**src/mem_macros.svh**
```systemverilog
`ifndef MEM_MACROS_SVH
`define MEM_MACROS_SVH

// Width of one memory word and of all data paths
`define MEM_DATA_W 32

// Byte address width, 4 KiB of memory
`define MEM_ADDR_W 12

// Words in the data memory
`define MEM_DEPTH_WORDS 1024

`endif

```
**src/mem_ops_pkg.sv**
```systemverilog
package mem_ops_pkg;

    // Load/store opcodes with loads in the low half of the code space
    typedef enum logic [3:0] {
        OP_LB  = 4'h0,
        OP_LBU = 4'h1,
        OP_LH  = 4'h2,
        OP_LHU = 4'h3,
        OP_LW  = 4'h4,
        OP_SB  = 4'h8,
        OP_SH  = 4'h9,
        OP_SW  = 4'hA
    } mem_op_e;

    // Access size of one transfer
    typedef enum logic [1:0] {
        SIZE_BYTE = 2'b01,
        SIZE_HALF = 2'b10,
        SIZE_WORD = 2'b11
    } mem_size_e;

    // True for SB, SH, SW
    function automatic logic op_is_store(mem_op_e op);
        return (op == OP_SB) || (op == OP_SH) || (op == OP_SW);
    endfunction

    // Byte, half or word access of an opcode
    function automatic mem_size_e op_size(mem_op_e op);
        case (op)
            OP_LB, OP_LBU, OP_SB: return SIZE_BYTE;
            OP_LH, OP_LHU, OP_SH: return SIZE_HALF;
            default:              return SIZE_WORD;
        endcase
    endfunction

    // Sign extension only for LB and LH
    function automatic logic op_is_signed(mem_op_e op);
        return (op == OP_LB) || (op == OP_LH);
    endfunction

endpackage

```
**src/lsu_align.sv**
```systemverilog
`include "mem_macros.svh"

module lsu_align
    import mem_ops_pkg::*;
(
    input  mem_op_e                  i_op,
    input  logic [`MEM_ADDR_W-1:0]   i_addr,
    input  logic [`MEM_DATA_W-1:0]   i_wdata,
    input  logic [`MEM_DATA_W-1:0]   i_rdata,
    output logic                     o_misaligned,
    output logic [`MEM_DATA_W-1:0]   o_store_data,
    output logic [`MEM_DATA_W/8-1:0] o_be,
    output logic [`MEM_DATA_W-1:0]   o_load_data
);

    mem_size_e  size;
    logic [1:0] lane;
    logic [7:0] byte_sel;
    logic [15:0] half_sel;

    assign size = op_size(i_op);
    assign lane = i_addr[1:0];

    ////////////////////////////////////////////////////////////////////////////
    // Alignment check
    ////////////////////////////////////////////////////////////////////////////

    always_comb begin
        case (size)
            SIZE_HALF: o_misaligned = lane[0];
            SIZE_WORD: o_misaligned = |lane;
            default:   o_misaligned = 1'b0;
        endcase
    end

    ////////////////////////////////////////////////////////////////////////////
    // Store side
    ////////////////////////////////////////////////////////////////////////////

    // Replicate the value over all lanes, the enables pick the real one
    always_comb begin
        case (size)
            SIZE_BYTE: begin
                o_store_data = {4{i_wdata[7:0]}};
                o_be         = 4'b0001 << lane;
            end
            SIZE_HALF: begin
                o_store_data = {2{i_wdata[15:0]}};
                o_be         = lane[1] ? 4'b1100 : 4'b0011;
            end
            default: begin
                o_store_data = i_wdata;
                o_be         = 4'b1111;
            end
        endcase
        // Loads never write
        if (!op_is_store(i_op)) begin
            o_be = '0;
        end
    end

    ////////////////////////////////////////////////////////////////////////////
    // Load side
    ////////////////////////////////////////////////////////////////////////////

    // Little-endian, lane 0 is the low byte
    assign byte_sel = i_rdata[8*lane +: 8];
    assign half_sel = lane[1] ? i_rdata[31:16] : i_rdata[15:0];

    always_comb begin
        case (size)
            SIZE_BYTE: begin
                if (op_is_signed(i_op))
                    o_load_data = {{(`MEM_DATA_W-8){byte_sel[7]}}, byte_sel};
                else
                    o_load_data = {{(`MEM_DATA_W-8){1'b0}}, byte_sel};
            end
            SIZE_HALF: begin
                if (op_is_signed(i_op))
                    o_load_data = {{(`MEM_DATA_W-16){half_sel[15]}}, half_sel};
                else
                    o_load_data = {{(`MEM_DATA_W-16){1'b0}}, half_sel};
            end
            default: o_load_data = i_rdata;
        endcase
    end

endmodule

```
**config.mk**
```make
export PLATFORM = sky130hd
export DESIGN_NAME = lsu_align
export DESIGN_NICKNAME = d
export VERILOG_FILES = /design/src/mem_ops_pkg.sv /design/src/lsu_align.sv
export VERILOG_INCLUDE_DIRS = /design/src /design/src/src
export SDC_FILE = /design/constraint.sdc
export NUM_CORES = 1
export LEC_CHECK = 0
export ABC_AREA = 1
export BUFFER_PORTS_ARGS = -buffer_cell sky130_fd_sc_hd__buf_4
export CAP_MARGIN = 20
export CORE_MARGIN = 2
export CORE_UTILIZATION = 37
export DETAILED_ROUTE_END_ITERATION = 6
export GPL_TIMING_DRIVEN = 0
export PLACE_DENSITY = 0.95
export SYNTH_ARGS = -nofsm -noshare
export SYNTH_HDL_FRONTEND = slang
export SYNTH_SLANG_ARGS = --single-unit
```
**constraint.sdc**
```tcl
create_clock -name vclk -period 4.2
set_clock_uncertainty 0.2 [all_clocks]
set_input_delay 0.84 -clock vclk [all_inputs]
set_output_delay 0.84 -clock vclk [all_outputs]
set_load 0.005 [all_outputs]
```
==> impl_metrics.prom <==
# TYPE chip_impl_metric gauge
chip_impl_info{name="outcome",value="completed"} 1
chip_impl_metric{name="remaining_drc_errors",unit=""} 0
chip_impl_metric{name="timing.fmax",unit="MHz"} 249
chip_impl_metric{name="start_util",unit="%"} 38.1
chip_impl_info{name="crit_path_end_kind",value="primary output"} 1
chip_impl_metric{name="maxSlewViolCount",unit=""} 0
chip_impl_metric{name="critical_path_required",unit="ns"} 3.16
chip_impl_info{name="criticalPathCategory",value="in -> out"} 1
chip_impl_metric{name="first_pass_iters",unit=""} 4
chip_impl_metric{name="finalNetCount",unit=""} 488
chip_impl_metric{name="post-cts-setup-buffer-count",unit=""} 0
chip_impl_info{name="path_common_cell",value="buf_2"} 1
chip_impl_metric{name="final_critical_path_time_including_i_o_delays_and_setup",unit="ns"} 4.02
chip_impl_metric{name="drt-wirelength-per-cell",unit="µm"} 13.4
chip_impl_metric{name="layout-drive-gt1-share",unit="%"} 44.6
chip_impl_metric{name="track_usage",unit="%"} 26.1
chip_impl_info{name="layout.cells.most_common_list",value="buf_4, nand2_1, inv_1, nand3_1, o21ai_0"} 1
chip_impl_metric{name="post_drt_via_cell_ratio",unit=""} 5.16
chip_impl_metric{name="cell_area_placed",unit="µm²"} 2470
chip_impl_metric{name="synthesis.instances",unit=""} 266
chip_impl_metric{name="routed_wire_length",unit="µm"} 6070
chip_impl_metric{name="core_area",unit="µm²"} 3610
chip_impl_metric{name="grt.overflow.total",unit=""} 0
chip_impl_metric{name="gp_congestion",unit=""} 0.898
chip_impl_metric{name="total_leakage_power",unit="µW"} 0.00148
chip_impl_metric{name="final_cell_area",unit="µm²"} 2480
chip_impl_metric{name="sequential_cell_area",unit="µm²"} 0
chip_impl_metric{name="flow.area_growth_from_synthesis",unit="%"} 80.3
chip_impl_metric{name="hpwlAfterDp",unit="µm"} 4830
chip_impl_metric{name="number_of_vias_in_the_routed_layout",unit=""} 2333
chip_impl_metric{name="layout_worst_path_cycle_share",unit="%"} 95.8
chip_impl_metric{name="worst_ir_drop_vdd",unit="mV"} 0.0661
chip_impl_metric{name="synth.cell_area",unit="µm²"} 1380
chip_impl_metric{name="seq_area_frac_synth",unit="%"} 0
chip_impl_metric{name="max-cap-violations",unit=""} 0
chip_impl_metric{name="synth_fp_nets",unit=""} 348
chip_impl_metric{name="num-clock-buffers",unit=""} 0
chip_impl_metric{name="port_buffers",unit=""} 138
chip_impl_metric{name="stage_delay_of_the_slowest_cell_on_the_critical_path",unit="ns"} 0.33
chip_impl_info{name="cpMaxStageDelayCell",value="or2_2"} 1
chip_impl_metric{name="hold_viol",unit=""} 0
chip_impl_metric{name="report.final.setup_viol",unit=""} 0
chip_impl_info{name="worst_setup_path_startpoint",value="i_op[2]"} 1
chip_impl_metric{name="antenna_found_initial",unit=""} 0
chip_impl_metric{name="insertedDiodeCount",unit=""} 0
chip_impl_metric{name="postLayoutCoreUtil",unit="%"} 68.7
chip_impl_metric{name="powerDensity",unit="nW/µm²"} 135
chip_impl_metric{name="grt_max_degree",unit=""} 11
chip_impl_info{name="final_common_cell",value="buf_4"} 1
chip_impl_metric{name="yosysWarnings",unit=""} 0
chip_impl_info{name="launch_point_of_the_worst_hold_path",value="i_wdata[30]"} 1
chip_impl_metric{name="timing.critical_path.arrival",unit="ns"} 2.98
chip_impl_metric{name="syn_area_per_cell",unit="µm²"} 5.17
chip_impl_metric{name="num-fill-cells",unit=""} 322
chip_impl_metric{name="die_area",unit="µm²"} 4220
chip_impl_metric{name="die_width",unit="µm"} 65.0
chip_impl_info{name="crit_path_cell_trace",value="buf_4 > or2_2 > o21ai_1 > inv_1 > ha_1 > buf_2 > inv_1 > buf_2 > buf_2 > nand2_1 > o21ai_0 > buf_4"} 1
chip_impl_metric{name="grt_pass1_vias",unit=""} 2048
chip_impl_metric{name="yosys.cell_types.count",unit=""} 29
chip_impl_metric{name="sequential_cell_total",unit=""} 0
chip_impl_info{name="worstSetupStartpointType",value="input port"} 1
chip_impl_metric{name="worst_slew_margin_rel",unit="%"} 57.2
chip_impl_metric{name="grt_first_pass_wirelength",unit="µm"} 8960
chip_impl_metric{name="max_slew.worst_pin.slew",unit="ns"} 0.640
chip_impl_info{name="hold_path.class",value="in -> out"} 1
chip_impl_metric{name="route.antenna.remaining_nets",unit=""} 0
chip_impl_metric{name="drtIter0Drc",unit=""} 156
chip_impl_metric{name="num_io_pins",unit=""} 149
chip_impl_metric{name="rows",unit=""} 22
chip_impl_metric{name="die_height",unit="µm"} 65.0
chip_impl_metric{name="worstPathMaxFanout",unit=""} 10
==> layer usage <==
layer	global-route usage [%]	vias up	share of wire (%)
met5	0	-	0
met4	6.12	0	1.3
met3	4.17	9	11
met2	51.2	148	50
met1	28.8	1028	38
li1	-	1148	-
==> metrics by stage <==
step	setup TNS, ns	hold slack [ns]	power (µW)	worst slack, ns	cells
2_1_floorplan	0	1.56	146	0.617	266
3_3_place_gp	0	1.75	327	0.195	452
3_5_place_dp	0	1.75	332	0.157	452
4_1_cts	0	1.75	333	0.158	452
5_1_grt	-0.00177	1.76	364	-0.00177	452
6_report	0	1.75	336	0.177	452
==> cells by family after synthesis <==
group	after synthesis	synth area share, %
buffers and inverters	55	18.8
AOI/OAI and AO/OA	55	25.4
and+or+nand+nor	154	54.0
adders and majority gates	2	1.82
==> power by group <==
group	leakage [µW]	switching (µW)	internal, µW
clock	0	0	0
combinational	0.00148	163	173
sequential	0	0	0
total	0.00148	163	173
==> worst max-delay path: cells and delay by family <==
family / cells / cell delay (ns)
buffers and inverters: 7 / 1.07
AND/OR/NAND/NOR: 2 / 0.41
AO/OA/AOI/OAI: 2 / 0.39
adder cells (fa/ha/maj): 1 / 0.26
==> synthesized netlist by cell type <==
library cell,number,area share (%)
nand2_1,96,26
inv_1,29,7.9
nand3_1,20,7.3
o21ai_0,17,6.2
nand2_4,12,9.8
nor2_1,12,3.3
a21oi_1,11,4.0
a32oi_1,8,5.1
buf_4,8,4.4
clkbuf_1,7,1.9
o2111ai_1,7,4.5
o22ai_1,7,3.2
buf_2,5,1.8
nor2_2,5,2.3
inv_2,3,0.82
nand2_2,3,1.4
a31oi_1,2,0.91
clkinv_1,2,0.55
ha_1,2,1.8
buf_12,1,1.5
nand3b_1,1,0.55
nand4_1,1,0.46
nor3_1,1,0.36
nor3_2,1,0.73
nor3_4,1,1.2
o21ai_1,1,0.36
o21ai_2,1,0.64
o21bai_1,1,0.55
or2_2,1,0.46
==> timing repair <==
action,in CTS,in global routing
setup endpoints to repair,0,10
hold endpoints to repair,0,0
gates resized for setup,0,2
hold buffers,0,0
==> final timing paths <==
| check | endpoint | slack (ns) | cells past startpoint |
|---|---|---|---|
| max | o_store_data[17] | 0.18 | 12 |
| min | o_store_data[30] | 1.75 | 4 |
==> cell type report <==
cell class	count	area [µm²]	share of cell area, %
multi-input combinational	211	1120	45.3
timing repair buffer	138	1040	41.8
buffer	21	131	5.30
inverter	34	128	5.15
tap	48	60.1	2.42
No activity file was read; power rests on OpenSTA's default activity.
