[config.mk]
export PLATFORM = sky130hd
export DESIGN_NAME = load_store_ctrl_flat
export DESIGN_NICKNAME = d
export VERILOG_FILES = /design/src/mem_ops_pkg.sv /design/src/mem_ctrl_pkg.sv /design/src/mem_bus_if.sv /design/src/load_store_ctrl.sv /design/src/flat_wrapper.sv
export VERILOG_INCLUDE_DIRS = /design/src /design/src/src
export SDC_FILE = /design/constraint.sdc
export NUM_CORES = 1
export LEC_CHECK = 0
export ABC_AREA = 1
export BUFFER_PORTS_ARGS = -buffer_cell sky130_fd_sc_hd__buf_4
export CAP_MARGIN = 15
export CORE_AREA = 2 2 123 125
export CTS_CLUSTER_SIZE = 20
export DETAILED_ROUTE_END_ITERATION = 6
export DIE_AREA = 0 0 125 127
export PLACE_DENSITY = 0.56
export SLEW_MARGIN = 10
export SYNTH_ARGS = -nofsm -noshare
export SYNTH_HDL_FRONTEND = slang
export SYNTH_SLANG_ARGS = --single-unit
[constraint.sdc]
create_clock -name i_clock -period 4.7 [get_ports i_clock]
set_input_delay 0.94 -clock i_clock [delete_from_list [all_inputs] [get_ports i_clock]]
set_output_delay 0.94 -clock i_clock [all_outputs]
set_load 0.05 [all_outputs]
[src/mem_macros.svh]
`ifndef MEM_MACROS_SVH
`define MEM_MACROS_SVH

// Width of one memory word and of all data paths
`define MEM_DATA_W 32

// Byte address width, 4 KiB of memory
`define MEM_ADDR_W 12

// Words in the data memory
`define MEM_DEPTH_WORDS 1024

`endif

[src/mem_ops_pkg.sv]
package mem_ops_pkg;

    // Load/store opcodes with loads in the low half of the code space
    typedef enum logic [3:0] {
        OP_LB  = 4'h0,
        OP_LBU = 4'h1,
        OP_LH  = 4'h2,
        OP_LHU = 4'h3,
        OP_LW  = 4'h4,
        OP_SB  = 4'h8,
        OP_SH  = 4'h9,
        OP_SW  = 4'hA
    } mem_op_e;

    // Access size of one transfer
    typedef enum logic [1:0] {
        SIZE_BYTE = 2'b01,
        SIZE_HALF = 2'b10,
        SIZE_WORD = 2'b11
    } mem_size_e;

    // True for SB, SH, SW
    function automatic logic op_is_store(mem_op_e op);
        return (op == OP_SB) || (op == OP_SH) || (op == OP_SW);
    endfunction

    // Byte, half or word access of an opcode
    function automatic mem_size_e op_size(mem_op_e op);
        case (op)
            OP_LB, OP_LBU, OP_SB: return SIZE_BYTE;
            OP_LH, OP_LHU, OP_SH: return SIZE_HALF;
            default:              return SIZE_WORD;
        endcase
    endfunction

    // Sign extension only for LB and LH
    function automatic logic op_is_signed(mem_op_e op);
        return (op == OP_LB) || (op == OP_LH);
    endfunction

endpackage

[src/mem_ctrl_pkg.sv]
package mem_ctrl_pkg;

    ////////////////////////////////////////////////////////////////////////////
    // Stage controller
    ////////////////////////////////////////////////////////////////////////////

    typedef enum logic [2:0] {
        CTRL_IDLE      = 3'd0,  // Waiting for i_req
        CTRL_ALIGN_CHK = 3'd1,  // Request latched, check alignment
        CTRL_BUS_REQ   = 3'd2,  // Bus req high, waiting for ack
        CTRL_BUS_REL   = 3'd3,  // Bus req dropped, waiting for ack low
        CTRL_DONE      = 3'd4   // o_ack high until i_req falls
    } ctrl_state_e;

    ////////////////////////////////////////////////////////////////////////////
    // Data memory
    ////////////////////////////////////////////////////////////////////////////

    typedef enum logic [1:0] {
        DMEM_IDLE    = 2'd0,
        DMEM_ACK     = 2'd1,
        DMEM_RELEASE = 2'd2
    } dmem_state_e;

endpackage

[src/mem_bus_if.sv]
`include "mem_macros.svh"

// Internal four-phase bus between controller and data memory
interface mem_bus_if;

    // Handshake
    logic                        req;
    logic                        ack;

    // Request fields, stable from req high until ack low
    logic                        we;
    logic [`MEM_ADDR_W-3:0]      addr;    // Word index
    logic [`MEM_DATA_W-1:0]      wdata;
    logic [`MEM_DATA_W/8-1:0]    be;

    // Read word, valid while ack is high
    logic [`MEM_DATA_W-1:0]      rdata;

    // Controller side
    modport master (
        output req,
        output we,
        output addr,
        output wdata,
        output be,
        input  rdata,
        input  ack
    );

    // Memory side
    modport slave (
        input  req,
        input  we,
        input  addr,
        input  wdata,
        input  be,
        output rdata,
        output ack
    );

endinterface

[src/load_store_ctrl.sv]
`include "mem_macros.svh"

module load_store_ctrl
    import mem_ops_pkg::*;
    import mem_ctrl_pkg::*;
(
    input  logic                     i_clock,
    input  logic                     i_rst_n,
    // External request
    input  logic                     i_req,
    input  mem_op_e                  i_op,
    input  logic [`MEM_ADDR_W-1:0]   i_addr,
    input  logic [`MEM_DATA_W-1:0]   i_wdata,
    // From the aligner
    input  logic                     i_misaligned,
    input  logic [`MEM_DATA_W-1:0]   i_store_data,
    input  logic [`MEM_DATA_W/8-1:0] i_be,
    input  logic [`MEM_DATA_W-1:0]   i_load_data,
    // To the aligner
    output mem_op_e                  o_lat_op,
    output logic [`MEM_ADDR_W-1:0]   o_lat_addr,
    output logic [`MEM_DATA_W-1:0]   o_lat_wdata,
    output logic [`MEM_DATA_W-1:0]   o_lat_rdata,
    // External response
    output logic                     o_ack,
    output logic [`MEM_DATA_W-1:0]   o_rdata,
    output logic                     o_misaligned,
    // Internal bus
    mem_bus_if.master                bus
);

    ctrl_state_e              state_q;
    mem_op_e                  lat_op_q;
    logic [`MEM_ADDR_W-1:0]   lat_addr_q;
    logic [`MEM_DATA_W-1:0]   lat_wdata_q;
    logic                     bus_req_q;
    logic                     ack_q;
    logic                     misaligned_q;
    logic [`MEM_DATA_W-1:0]   rdata_q;

    ////////////////////////////////////////////////////////////////////////////
    // Request latch
    ////////////////////////////////////////////////////////////////////////////

    // Captured once per request, held until the next one
    always_ff @(posedge i_clock) begin
        if (state_q == CTRL_IDLE && i_req) begin
            lat_op_q    <= i_op;
            lat_addr_q  <= i_addr;
            lat_wdata_q <= i_wdata;
        end
    end

    assign o_lat_op    = lat_op_q;
    assign o_lat_addr  = lat_addr_q;
    assign o_lat_wdata = lat_wdata_q;
    // Raw word goes back through the aligner for extraction
    assign o_lat_rdata = bus.rdata;

    ////////////////////////////////////////////////////////////////////////////
    // Handshake FSM
    ////////////////////////////////////////////////////////////////////////////

    always_ff @(posedge i_clock or negedge i_rst_n) begin
        if (!i_rst_n) begin
            state_q      <= CTRL_IDLE;
            bus_req_q    <= 1'b0;
            ack_q        <= 1'b0;
            misaligned_q <= 1'b0;
            rdata_q      <= '0;
        end else begin
            case (state_q)
                CTRL_IDLE: begin
                    if (i_req) begin
                        misaligned_q <= 1'b0;
                        rdata_q      <= '0;
                        state_q      <= CTRL_ALIGN_CHK;
                    end
                end
                CTRL_ALIGN_CHK: begin
                    // Misaligned access skips memory entirely
                    if (i_misaligned) begin
                        misaligned_q <= 1'b1;
                        ack_q        <= 1'b1;
                        state_q      <= CTRL_DONE;
                    end else begin
                        bus_req_q <= 1'b1;
                        state_q   <= CTRL_BUS_REQ;
                    end
                end
                CTRL_BUS_REQ: begin
                    if (bus.ack) begin
                        // Stores answer with zero
                        rdata_q   <= op_is_store(lat_op_q) ? '0 : i_load_data;
                        bus_req_q <= 1'b0;
                        state_q   <= CTRL_BUS_REL;
                    end
                end
                CTRL_BUS_REL: begin
                    if (!bus.ack) begin
                        ack_q   <= 1'b1;
                        state_q <= CTRL_DONE;
                    end
                end
                CTRL_DONE: begin
                    // Hold o_ack until the requester lets go
                    if (!i_req) begin
                        ack_q   <= 1'b0;
                        state_q <= CTRL_IDLE;
                    end
                end
                default: state_q <= CTRL_IDLE;
            endcase
        end
    end

    // Bus fields come from the latch, stable for the whole transfer
    assign bus.req   = bus_req_q;
    assign bus.we    = op_is_store(lat_op_q);
    assign bus.addr  = lat_addr_q[`MEM_ADDR_W-1:2];
    assign bus.wdata = i_store_data;
    assign bus.be    = i_be;

    assign o_ack        = ack_q;
    assign o_rdata      = rdata_q;
    assign o_misaligned = misaligned_q;

endmodule

[src/flat_wrapper.sv]
// flat-port wrapper written by rule: the top's interface ports become plain ports
module load_store_ctrl_flat import mem_ops_pkg::*; import mem_ctrl_pkg::*;
  (i_clock, i_rst_n, i_req, i_op, i_addr, i_wdata, i_misaligned, i_store_data, i_be, i_load_data, o_lat_op, o_lat_addr, o_lat_wdata, o_lat_rdata, o_ack, o_rdata, o_misaligned, bus_req, bus_we, bus_addr, bus_wdata, bus_be, bus_rdata, bus_ack);
  mem_bus_if bus_i ();
  input  logic i_clock;
  input  logic i_rst_n;
  input  logic i_req;
  input  mem_op_e i_op;
  input  logic [`MEM_ADDR_W-1:0] i_addr;
  input  logic [`MEM_DATA_W-1:0] i_wdata;
  input  logic i_misaligned;
  input  logic [`MEM_DATA_W-1:0] i_store_data;
  input  logic [`MEM_DATA_W/8-1:0] i_be;
  input  logic [`MEM_DATA_W-1:0] i_load_data;
  output mem_op_e o_lat_op;
  output logic [`MEM_ADDR_W-1:0] o_lat_addr;
  output logic [`MEM_DATA_W-1:0] o_lat_wdata;
  output logic [`MEM_DATA_W-1:0] o_lat_rdata;
  output logic o_ack;
  output logic [`MEM_DATA_W-1:0] o_rdata;
  output logic o_misaligned;
  output wire logic [$bits(bus_i.req)-1:0] bus_req;
  output wire logic [$bits(bus_i.we)-1:0] bus_we;
  output wire logic [$bits(bus_i.addr)-1:0] bus_addr;
  output wire logic [$bits(bus_i.wdata)-1:0] bus_wdata;
  output wire logic [$bits(bus_i.be)-1:0] bus_be;
  input wire logic [$bits(bus_i.rdata)-1:0] bus_rdata;
  input wire logic [$bits(bus_i.ack)-1:0] bus_ack;
  assign bus_req = bus_i.req;
  assign bus_we = bus_i.we;
  assign bus_addr = bus_i.addr;
  assign bus_wdata = bus_i.wdata;
  assign bus_be = bus_i.be;
  assign bus_i.rdata = bus_rdata;
  assign bus_i.ack = bus_ack;
  load_store_ctrl u_core (.i_clock(i_clock), .i_rst_n(i_rst_n), .i_req(i_req), .i_op(i_op), .i_addr(i_addr), .i_wdata(i_wdata), .i_misaligned(i_misaligned), .i_store_data(i_store_data), .i_be(i_be), .i_load_data(i_load_data), .o_lat_op(o_lat_op), .o_lat_addr(o_lat_addr), .o_lat_wdata(o_lat_wdata), .o_lat_rdata(o_lat_rdata), .o_ack(o_ack), .o_rdata(o_rdata), .o_misaligned(o_misaligned), .bus(bus_i));
endmodule
==> results of run 1 <==
worst max-delay path by stage:
stage	startpoint	to	slack, ns
after floorplan	i_req	u_core.o_lat_addr[0]$_DFFE_PP_	2.12
after global placement	i_req	u_core.o_lat_wdata[0]$_DFFE_PP_	2.00
after detailed placement	i_req	u_core.o_lat_wdata[0]$_DFFE_PP_	1.96
after CTS	u_core.o_lat_op[3]$_DFFE_PP_	bus_we	2.25
after global routing	u_core.state_q[2]$_DFFE_PN0P_	u_core.o_lat_wdata[6]$_DFFE_PP_	2.14
final	u_core.o_lat_op[3]$_DFFE_PP_	bus_we	2.26
registers in the layout, indices dropped and copies added (netlist names):
signal	count
u_core.o_misaligned	1
u_core.o_lat_addr	12
u_core.o_lat_wdata	32
u_core.o_rdata	32
u_core.o_lat_op	4
u_core.o_ack	1
u_core.state_q	3
u_core.bus.req	1
worst max-delay path, cell delays in order (launching register included):
cell                       delay, ns
sky130_fd_sc_hd__edfxtp_1       0.39
sky130_fd_sc_hd__inv_1          0.06
sky130_fd_sc_hd__nor2_1         0.04
sky130_fd_sc_hd__nand2_1        0.06
sky130_fd_sc_hd__buf_4          0.34
sky130_fd_sc_hd__inv_1          0.08
sky130_fd_sc_hd__buf_4          0.20
area by class of cell:
type | instances | area (sq um)
clock buffer | 11 | 232.7
timing repair buffer | 180 | 1351
clock inverter | 5 | 83.83
fill | 1468 | 9428
multi-input combinational | 128 | 665.6
sequential | 86 | 2392
tap | 184 | 230.2
inverter | 10 | 40.04
routing by layer:
| layer | global-route usage | vias to the layer above | share of wire |
|---|---|---|---|
| li1 | - | 1219 | - |
| met1 | 0.1353 | 1245 | 0.36 |
| met2 | 0.2008 | 106 | 0.52 |
| met3 | 0.04648 | 38 | 0.085 |
| met4 | 0.06667 | 0 | 0.035 |
| met5 | 0 | - | 0 |
kinds of logic (layout without fill, tap and decap cells):
family                 count (synthesis)  after routing
buffers and inverters                103            206
and+or+nand+nor                      126            126
DFF                                   86             86
AOI/OAI and AO/OA                      2              2
power breakdown:
group,switching [uW],internal [uW]
sequential,114,1030
clock,285,468
combinational,1100,378
per-stage QoR:
step	cells	area, sq um	util	power [uW]
4_1_cts	604	4996	0.3464	3420
2_1_floorplan	317	3796	-	2378
3_5_place_dp	588	4679	0.3244	2658
6_report	604	4996	0.3464	3379
5_1_grt	604	4996	0.3464	3534
3_3_place_gp	588	4679	0.3244	2640
Yosys cell counts (all sizes together):
cell,count
buf,93
dfrtp,38
edfxtp,48
inv,10
nand2,47
nand3,39
nand3b,1
nand4,33
nor2,5
nor3,1
o21ai,2
==> reports/metrics.json, run 1 <==
{
  "synth_seq_area_share": {"value": 0.6302},
  "final_layout_size_suffix_gt1_frac": {"value": 0.4786},
  "syn_to_final_growth": {"value": 31.61, "unit": "%"},
  "diodes": {"value": 0},
  "gp_congestion": {"value": 0.7476},
  "max_fo_critical_path": {"value": 33},
  "dpl_worst_slack": {"value": 1.962, "unit": "ns"},
  "synth_largest_area_cell": {"value": "sky130_fd_sc_hd__edfxtp_1"},
  "post_cts.repair.setup_buffers": {"value": 0},
  "synth_compound_area_frac": {"value": 0.002637},
  "reg2reg_slack": {"value": 2.32, "unit": "ns"},
  "synth.cell_area": {"value": 0.003796, "unit": "sq mm"},
  "grt.overflow.total": {"value": 0},
  "final_min_period_over_clock_period": {"value": 0.5199},
  "dr_total_vias": {"value": 2608},
  "postSynthNetCount": {"value": 470},
  "final-max-slew-violation-count": {"value": 0},
  "root_driver": {"value": "sky130_fd_sc_hd__clkbuf_16"},
  "max_freq": {"value": 409.2, "unit": "MHz"},
  "cts-root-to-sink-buffers": {"value": 2},
  "cp-end-kind": {"value": "output pin"},
  "synth_simple_gate_area_share": {"value": 0.1727},
  "die_width": {"value": 125, "unit": "microns"},
  "powerDensity": {"value": 676.3, "unit": "mW/mm^2"},
  "grt_max_degree": {"value": 49},
  "cts_max_level": {"value": 3},
  "synth_area_leaders": {"value": "sky130_fd_sc_hd__edfxtp_1, sky130_fd_sc_hd__dfrtp_1, sky130_fd_sc_hd__buf_4"},
  "start_kind": {"value": "flop"},
  "tritoncts_clock_tree": {"value": "built"},
  "place_hpwl": {"value": 7.423, "unit": "mm"},
  "r2r-start": {"value": "u_core.state_q[2]$_DFFE_PN0P_"},
  "synthCells": {"value": 317},
  "netlist.area_leader.share": {"value": 0.3797},
  "synthesis.yosys.warnings": {"value": 0},
  "post_synth_adder_cell_area": {"value": 0},
  "synth_top_family_by_area": {"value": "buffers and inverters"},
  "port_buffers": {"value": 178},
  "unrepaired_setup_endpoints_after_global_routing": {"value": "no"},
  "layout_setup_ws": {"value": 2.256, "unit": "ns"},
  "core_region_area": {"value": 0.01442, "unit": "sq mm"},
  "critical_path_class": {"value": "reg2out"},
  "number_of_routed_nets_with_antenna_violations": {"value": 0},
  "via_per_inst": {"value": 4.318},
  "route.detailed.wl_per_inst": {"value": 16.62, "unit": "microns"},
  "first_global_vias": {"value": 2703},
  "cts_buffers": {"value": 9},
  "timing.max_cap.violations": {"value": 0},
  "layout_common_cells": {"value": "sky130_fd_sc_hd__buf_4, sky130_fd_sc_hd__edfxtp_1, sky130_fd_sc_hd__nand2_1"},
  "drt-total-wl": {"value": 10.04, "unit": "mm"},
  "layout.cells.most_common": {"value": "sky130_fd_sc_hd__buf_4"},
  "postCtsHoldBufs": {"value": 0},
  "capture_point_of_the_worst_reg_to_reg_path": {"value": "u_core.o_lat_op[2]$_DFFE_PP_"},
  "fin_nets": {"value": 568},
  "holdPathStages": {"value": 2},
  "fin_hold_ws": {"value": 0.4896, "unit": "ns"},
  "leak": {"value": 0.002405, "unit": "uW"},
  "flip_flop_and_latch_count_after_synthesis": {"value": 86},
  "post_synth_mux_area_share": {"value": 0},
  "synth_area_per_cell": {"value": 11.98, "unit": "sq um"},
  "grt_first_pass_wirelength": {"value": 14.95, "unit": "mm"},
  "holdCritPathClass": {"value": "reg2reg"},
  "cts_num_sinks": {"value": 86},
  "drt-pass1-iter-count": {"value": 7},
  "tightestPinTransition": {"value": 1.029, "unit": "ns"},
  "required": {"value": 3.76, "unit": "ns"},
  "finalHoldViolCount": {"value": 0},
  "grtUsageTotal": {"value": 0.1212},
  "cts_resized": {"value": 0},
  "setup_viol": {"value": 0},
  "r2r_cells": {"value": 3},
  "clkLatencyLatePin": {"value": 0.33, "unit": "ns"},
  "vdd_ir_drop_max": {"value": 0.2499, "unit": "mV"},
  "drc": {"value": 0},
  "run_status": {"value": "finished clean"},
  "sink_of_the_worst_hold_path": {"value": "u_core.bus.req$_DFFE_PN0P_"},
  "initial_core_util": {"value": 0.2632},
  "clk_pin_slew_worst_paths": {"value": 0.06, "unit": "ns"},
  "rows": {"value": 44},
  "skew": {"value": 0.006869, "unit": "ns"},
  "initial_antenna_violation_count": {"value": 0},
  "detailedRoute.firstIterationViolations": {"value": 60},
  "synthXorXnorAreaFrac": {"value": 0},
  "synth_cell_types": {"value": 17},
  "io-pin-count": {"value": 315},
  "tns": {"value": 0, "unit": "ns"},
  "fp.dieArea": {"value": 0.01588, "unit": "sq mm"},
  "timing.max_slew.rel_slack": {"value": 0.3142},
  "die_h": {"value": 127, "unit": "microns"},
  "timing.final.crit_period": {"value": 2.444, "unit": "ns"},
  "critPathArrivalTime": {"value": 1.50, "unit": "ns"},
  "hp-start": {"value": "u_core.bus.req$_DFFE_PN0P_"}
}
Power figures use the tool's default switching activity.
==> run 2, diff against run 1 <==
--- a/config.mk
+++ b/config.mk
@@ -9,11 +9,11 @@
 export ABC_AREA = 1
 export BUFFER_PORTS_ARGS = -buffer_cell sky130_fd_sc_hd__buf_4
 export CAP_MARGIN = 15
-export CORE_AREA = 2 2 123 125
+export CORE_AREA = 2 2 121 123
 export CTS_CLUSTER_SIZE = 20
 export DETAILED_ROUTE_END_ITERATION = 6
-export DIE_AREA = 0 0 125 127
-export PLACE_DENSITY = 0.56
+export DIE_AREA = 0 0 123 125
+export PLACE_DENSITY = 0.58
 export SLEW_MARGIN = 10
 export SYNTH_ARGS = -nofsm -noshare
 export SYNTH_HDL_FRONTEND = slang
==> constraint.sdc (replaced) <==
create_clock -name i_clock -period 2.5 [get_ports i_clock]
set_input_delay 0.5 -clock i_clock [delete_from_list [all_inputs] [get_ports i_clock]]
set_output_delay 0.5 -clock i_clock [all_outputs]
set_load 0.05 [all_outputs]
==> reports/metrics.json, run 2 (synthesis results as in run 1) <==
{
  "run_status": {"value": "finished clean"},
  "initial_antenna_violation_count": {"value": 0, "change": "unchanged"},
  "fin_nets": {"value": 571, "change": "+0.53%"},
  "setup_viol": {"value": 0, "change": "unchanged"},
  "grt_first_pass_wirelength": {"value": 15.17, "unit": "mm", "change": "+1.5%"},
  "final-max-slew-violation-count": {"value": 0, "change": "unchanged"},
  "cp_cell_instances": {"value": "nor2_4, nand3_4, nand2_2, nand4_1, nand2_1"},
  "syn_to_final_growth": {"value": 32.70, "unit": "%"},
  "dr_total_vias": {"value": 2675, "change": "+2.6%"},
  "tritoncts_clock_tree": {"value": "built"},
  "timing.max_slew.rel_slack": {"value": 0.5976, "change": "+0.2834"},
  "die_h": {"value": 125, "unit": "microns", "change": "-1.6%"},
  "start_kind": {"value": "flop"},
  "post_cts.repair.setup_buffers": {"value": 0, "change": "unchanged"},
  "drt-total-wl": {"value": 10.22, "unit": "mm", "change": "+1.8%"},
  "grt.overflow.total": {"value": 0, "change": "unchanged"},
  "number_of_routed_nets_with_antenna_violations": {"value": 0, "change": "unchanged"},
  "via_per_inst": {"value": 4.407, "change": "+2.1%"},
  "r2r-start": {"value": "u_core.state_q[2]$_DFFE_PN0P_"},
  "drt-pass1-iter-count": {"value": 5, "change": "-2"},
  "timing.final.crit_period": {"value": 1.806, "unit": "ns"},
  "io-pin-count": {"value": 315, "change": "unchanged"},
  "grt_max_degree": {"value": 49, "change": "unchanged"},
  "initial_core_util": {"value": 0.2673, "change": "+0.004080"},
  "critical_path_class": {"value": "reg2reg"},
  "cts_buffers": {"value": 9, "change": "unchanged"},
  "tns": {"value": 0, "unit": "ns", "change": "unchanged"},
  "register_area": {"value": 0.002392, "unit": "sq mm", "change": "unchanged"},
  "cts_max_level": {"value": 3, "change": "unchanged"},
  "postCtsHoldBufs": {"value": 0, "change": "unchanged"},
  "layout_common_cells": {"value": "sky130_fd_sc_hd__buf_4, sky130_fd_sc_hd__edfxtp_1, sky130_fd_sc_hd__nand2_1"},
  "die_width": {"value": 123, "unit": "microns", "change": "-1.6%"},
  "max_fo_critical_path": {"value": 32, "change": "-3.0%"},
  "place_hpwl": {"value": 7.612, "unit": "mm", "change": "+2.5%"},
  "critical_path.endpoint": {"value": "u_core.o_rdata[16]$_DFFE_PN0P_"},
  "grtUsageTotal": {"value": 0.1326, "change": "+0.01139"},
  "timing.max_cap.violations": {"value": 0, "change": "unchanged"},
  "cts-root-to-sink-buffers": {"value": 2, "change": "unchanged"},
  "core_region_area": {"value": 0.01420, "unit": "sq mm", "change": "-1.5%"},
  "crit_start": {"value": "u_core.state_q[2]$_DFFE_PN0P_"},
  "critPathMaxStageDelay": {"value": 0.54, "unit": "ns", "change": "+0.15 ns"},
  "placement.cell_area": {"value": 0.004715, "unit": "sq mm", "change": "+0.75%"},
  "multiInputGateArea": {"value": 665.6, "unit": "sq um", "change": "unchanged"},
  "port_buffers": {"value": 178, "change": "unchanged"},
  "vdd_ir_drop_max": {"value": 0.5799, "unit": "mV", "change": "+130%"},
  "drc": {"value": 0, "change": "unchanged"},
  "fin_area": {"value": 0.005037, "unit": "sq mm", "change": "+0.83%"},
  "max_freq": {"value": 553.8, "unit": "MHz"},
  "critPathSlowestCell": {"value": "sky130_fd_sc_hd__nand2_2"},
  "holdCritPathClass": {"value": "in2async"},
  "required": {"value": 2.77, "unit": "ns", "change": "-0.99 ns"},
  "clkLatencyLatePin": {"value": 0.33, "unit": "ns", "change": "about the same"},
  "unrepaired_setup_endpoints_after_global_routing": {"value": "no"},
  "cts_resized": {"value": 0, "change": "unchanged"},
  "detailedRoute.firstIterationViolations": {"value": 188, "change": "+210%"},
  "finalHoldViolCount": {"value": 0, "change": "unchanged"},
  "critPathArrivalTime": {"value": 2.07, "unit": "ns", "change": "+0.57 ns"},
  "route.detailed.wl_per_inst": {"value": 16.83, "unit": "microns", "change": "+1.3%"},
  "diodes": {"value": 0, "change": "unchanged"},
  "powerDensity": {"value": 1273, "unit": "mW/mm^2", "change": "+88%"},
  "clk_pin_slew_worst_paths": {"value": 0.06, "unit": "ns", "change": "about the same"},
  "cts_num_sinks": {"value": 86, "change": "unchanged"},
  "fp.dieArea": {"value": 0.01538, "unit": "sq mm", "change": "-3.1%"},
  "leak": {"value": 0.002431, "unit": "uW", "change": "+1.1%"},
  "reg2reg_slack": {"value": 0.69, "unit": "ns", "change": "-1.63 ns"},
  "r2r_cells": {"value": 5, "change": "+2"},
  "tightestPinTransition": {"value": 0.6015, "unit": "ns", "change": "-0.4272 ns"},
  "skew": {"value": 0.006926, "unit": "ns", "change": "+0.00005626 ns"},
  "fill_cells": {"value": 1425, "change": "-2.9%"},
  "cp-end-kind": {"value": "flop"},
  "layout.cells.most_common": {"value": "sky130_fd_sc_hd__buf_4"},
  "root_driver": {"value": "sky130_fd_sc_hd__clkbuf_16"},
  "final_layout_size_suffix_gt1_frac": {"value": 0.4823, "change": "+0.003698"},
  "first_global_vias": {"value": 2697, "change": "-0.22%"},
  "capture_point_of_the_worst_reg_to_reg_path": {"value": "u_core.o_rdata[16]$_DFFE_PN0P_"},
  "rows": {"value": 44, "change": "unchanged"},
  "gp_congestion": {"value": 0.8140, "change": "+8.9%"},
  "final_min_period_over_clock_period": {"value": 0.7223}
}
## run 2: cell types whose count changed in the layout (fill, tap and decap cells not counted), sizes merged
cell	delta
clkbuf	-1
clkinvlp	-1
clkinv	+2
buf	+3
## run 2: final cells by class
| cell class | count | share of cell area |
|---|---|---|
| Sequential cell | 86 | 0.4749 |
| Multi-Input combinational cell | 128 | 0.1321 |
| Clock inverter | 6 | 0.01863 |
| Timing Repair Buffer | 183 | 0.2752 |
| Tap cell | 184 | 0.04570 |
| Inverter | 10 | 0.007948 |
| Clock buffer | 10 | 0.04545 |
## run 2: worst min-delay path by stage
stage,start,endpoint,slack (ns),depth (start not counted)
2_1_floorplan,i_rst_n,u_core.bus.req$_DFFE_PN0P_,0.20,0
3_3_place_gp,u_core.bus.req$_DFFE_PN0P_,u_core.bus.req$_DFFE_PN0P_,0.47,2
3_5_place_dp,u_core.bus.req$_DFFE_PN0P_,u_core.bus.req$_DFFE_PN0P_,0.47,2
4_1_cts,i_rst_n,u_core.o_rdata[27]$_DFFE_PN0P_,0.15,1
5_1_grt,i_rst_n,u_core.bus.req$_DFFE_PN0P_,0.17,1
6_report,i_rst_n,u_core.bus.req$_DFFE_PN0P_,0.14,1
## run 2: stage by stage
| stage | hold WS [ns] | std cells | setup WS (ns) | utilization | power, uW |
|---|---|---|---|---|---|
| 2_1_floorplan | 0.2044 | 317 | 0.1945 | - | 4470 |
| 3_3_place_gp | 0.4673 | 591 | 0.7350 | 0.3319 | 4993 |
| 3_5_place_dp | 0.4688 | 591 | 0.6676 | 0.3319 | 5034 |
| 4_1_cts | 0.1467 | 607 | 0.6581 | 0.3547 | 6496 |
| 5_1_grt | 0.1668 | 607 | 0.4639 | 0.3547 | 6702 |
| 6_report | 0.1386 | 607 | 0.6943 | 0.3547 | 6412 |
## run 2: worst max-delay path: cells and delay by family, from the launching register on
| kind | cells | cell delay, ns |
|---|---|---|
| simple gates | 5 | 1.26 |
| flops | 1 | 0.46 |
## run 2: power breakdown
part | switching, uW | leakage, uW | internal (uW)
registers | 215 | 0.000964 | 1930
logic | 2070 | 0.00131 | 751
clock network | 557 | 0.000153 | 883
## run 2: metal layers
| layer | track usage | wire length [microns] | vias up |
|---|---|---|---|
| li1 | - | - | 1219 |
| met1 | 0.1616 | 4031 | 1293 |
| met2 | 0.2054 | 5206 | 113 |
| met3 | 0.03741 | 630 | 50 |
| met4 | 0.08289 | 348 | 0 |
| met5 | 0 | 0 | - |
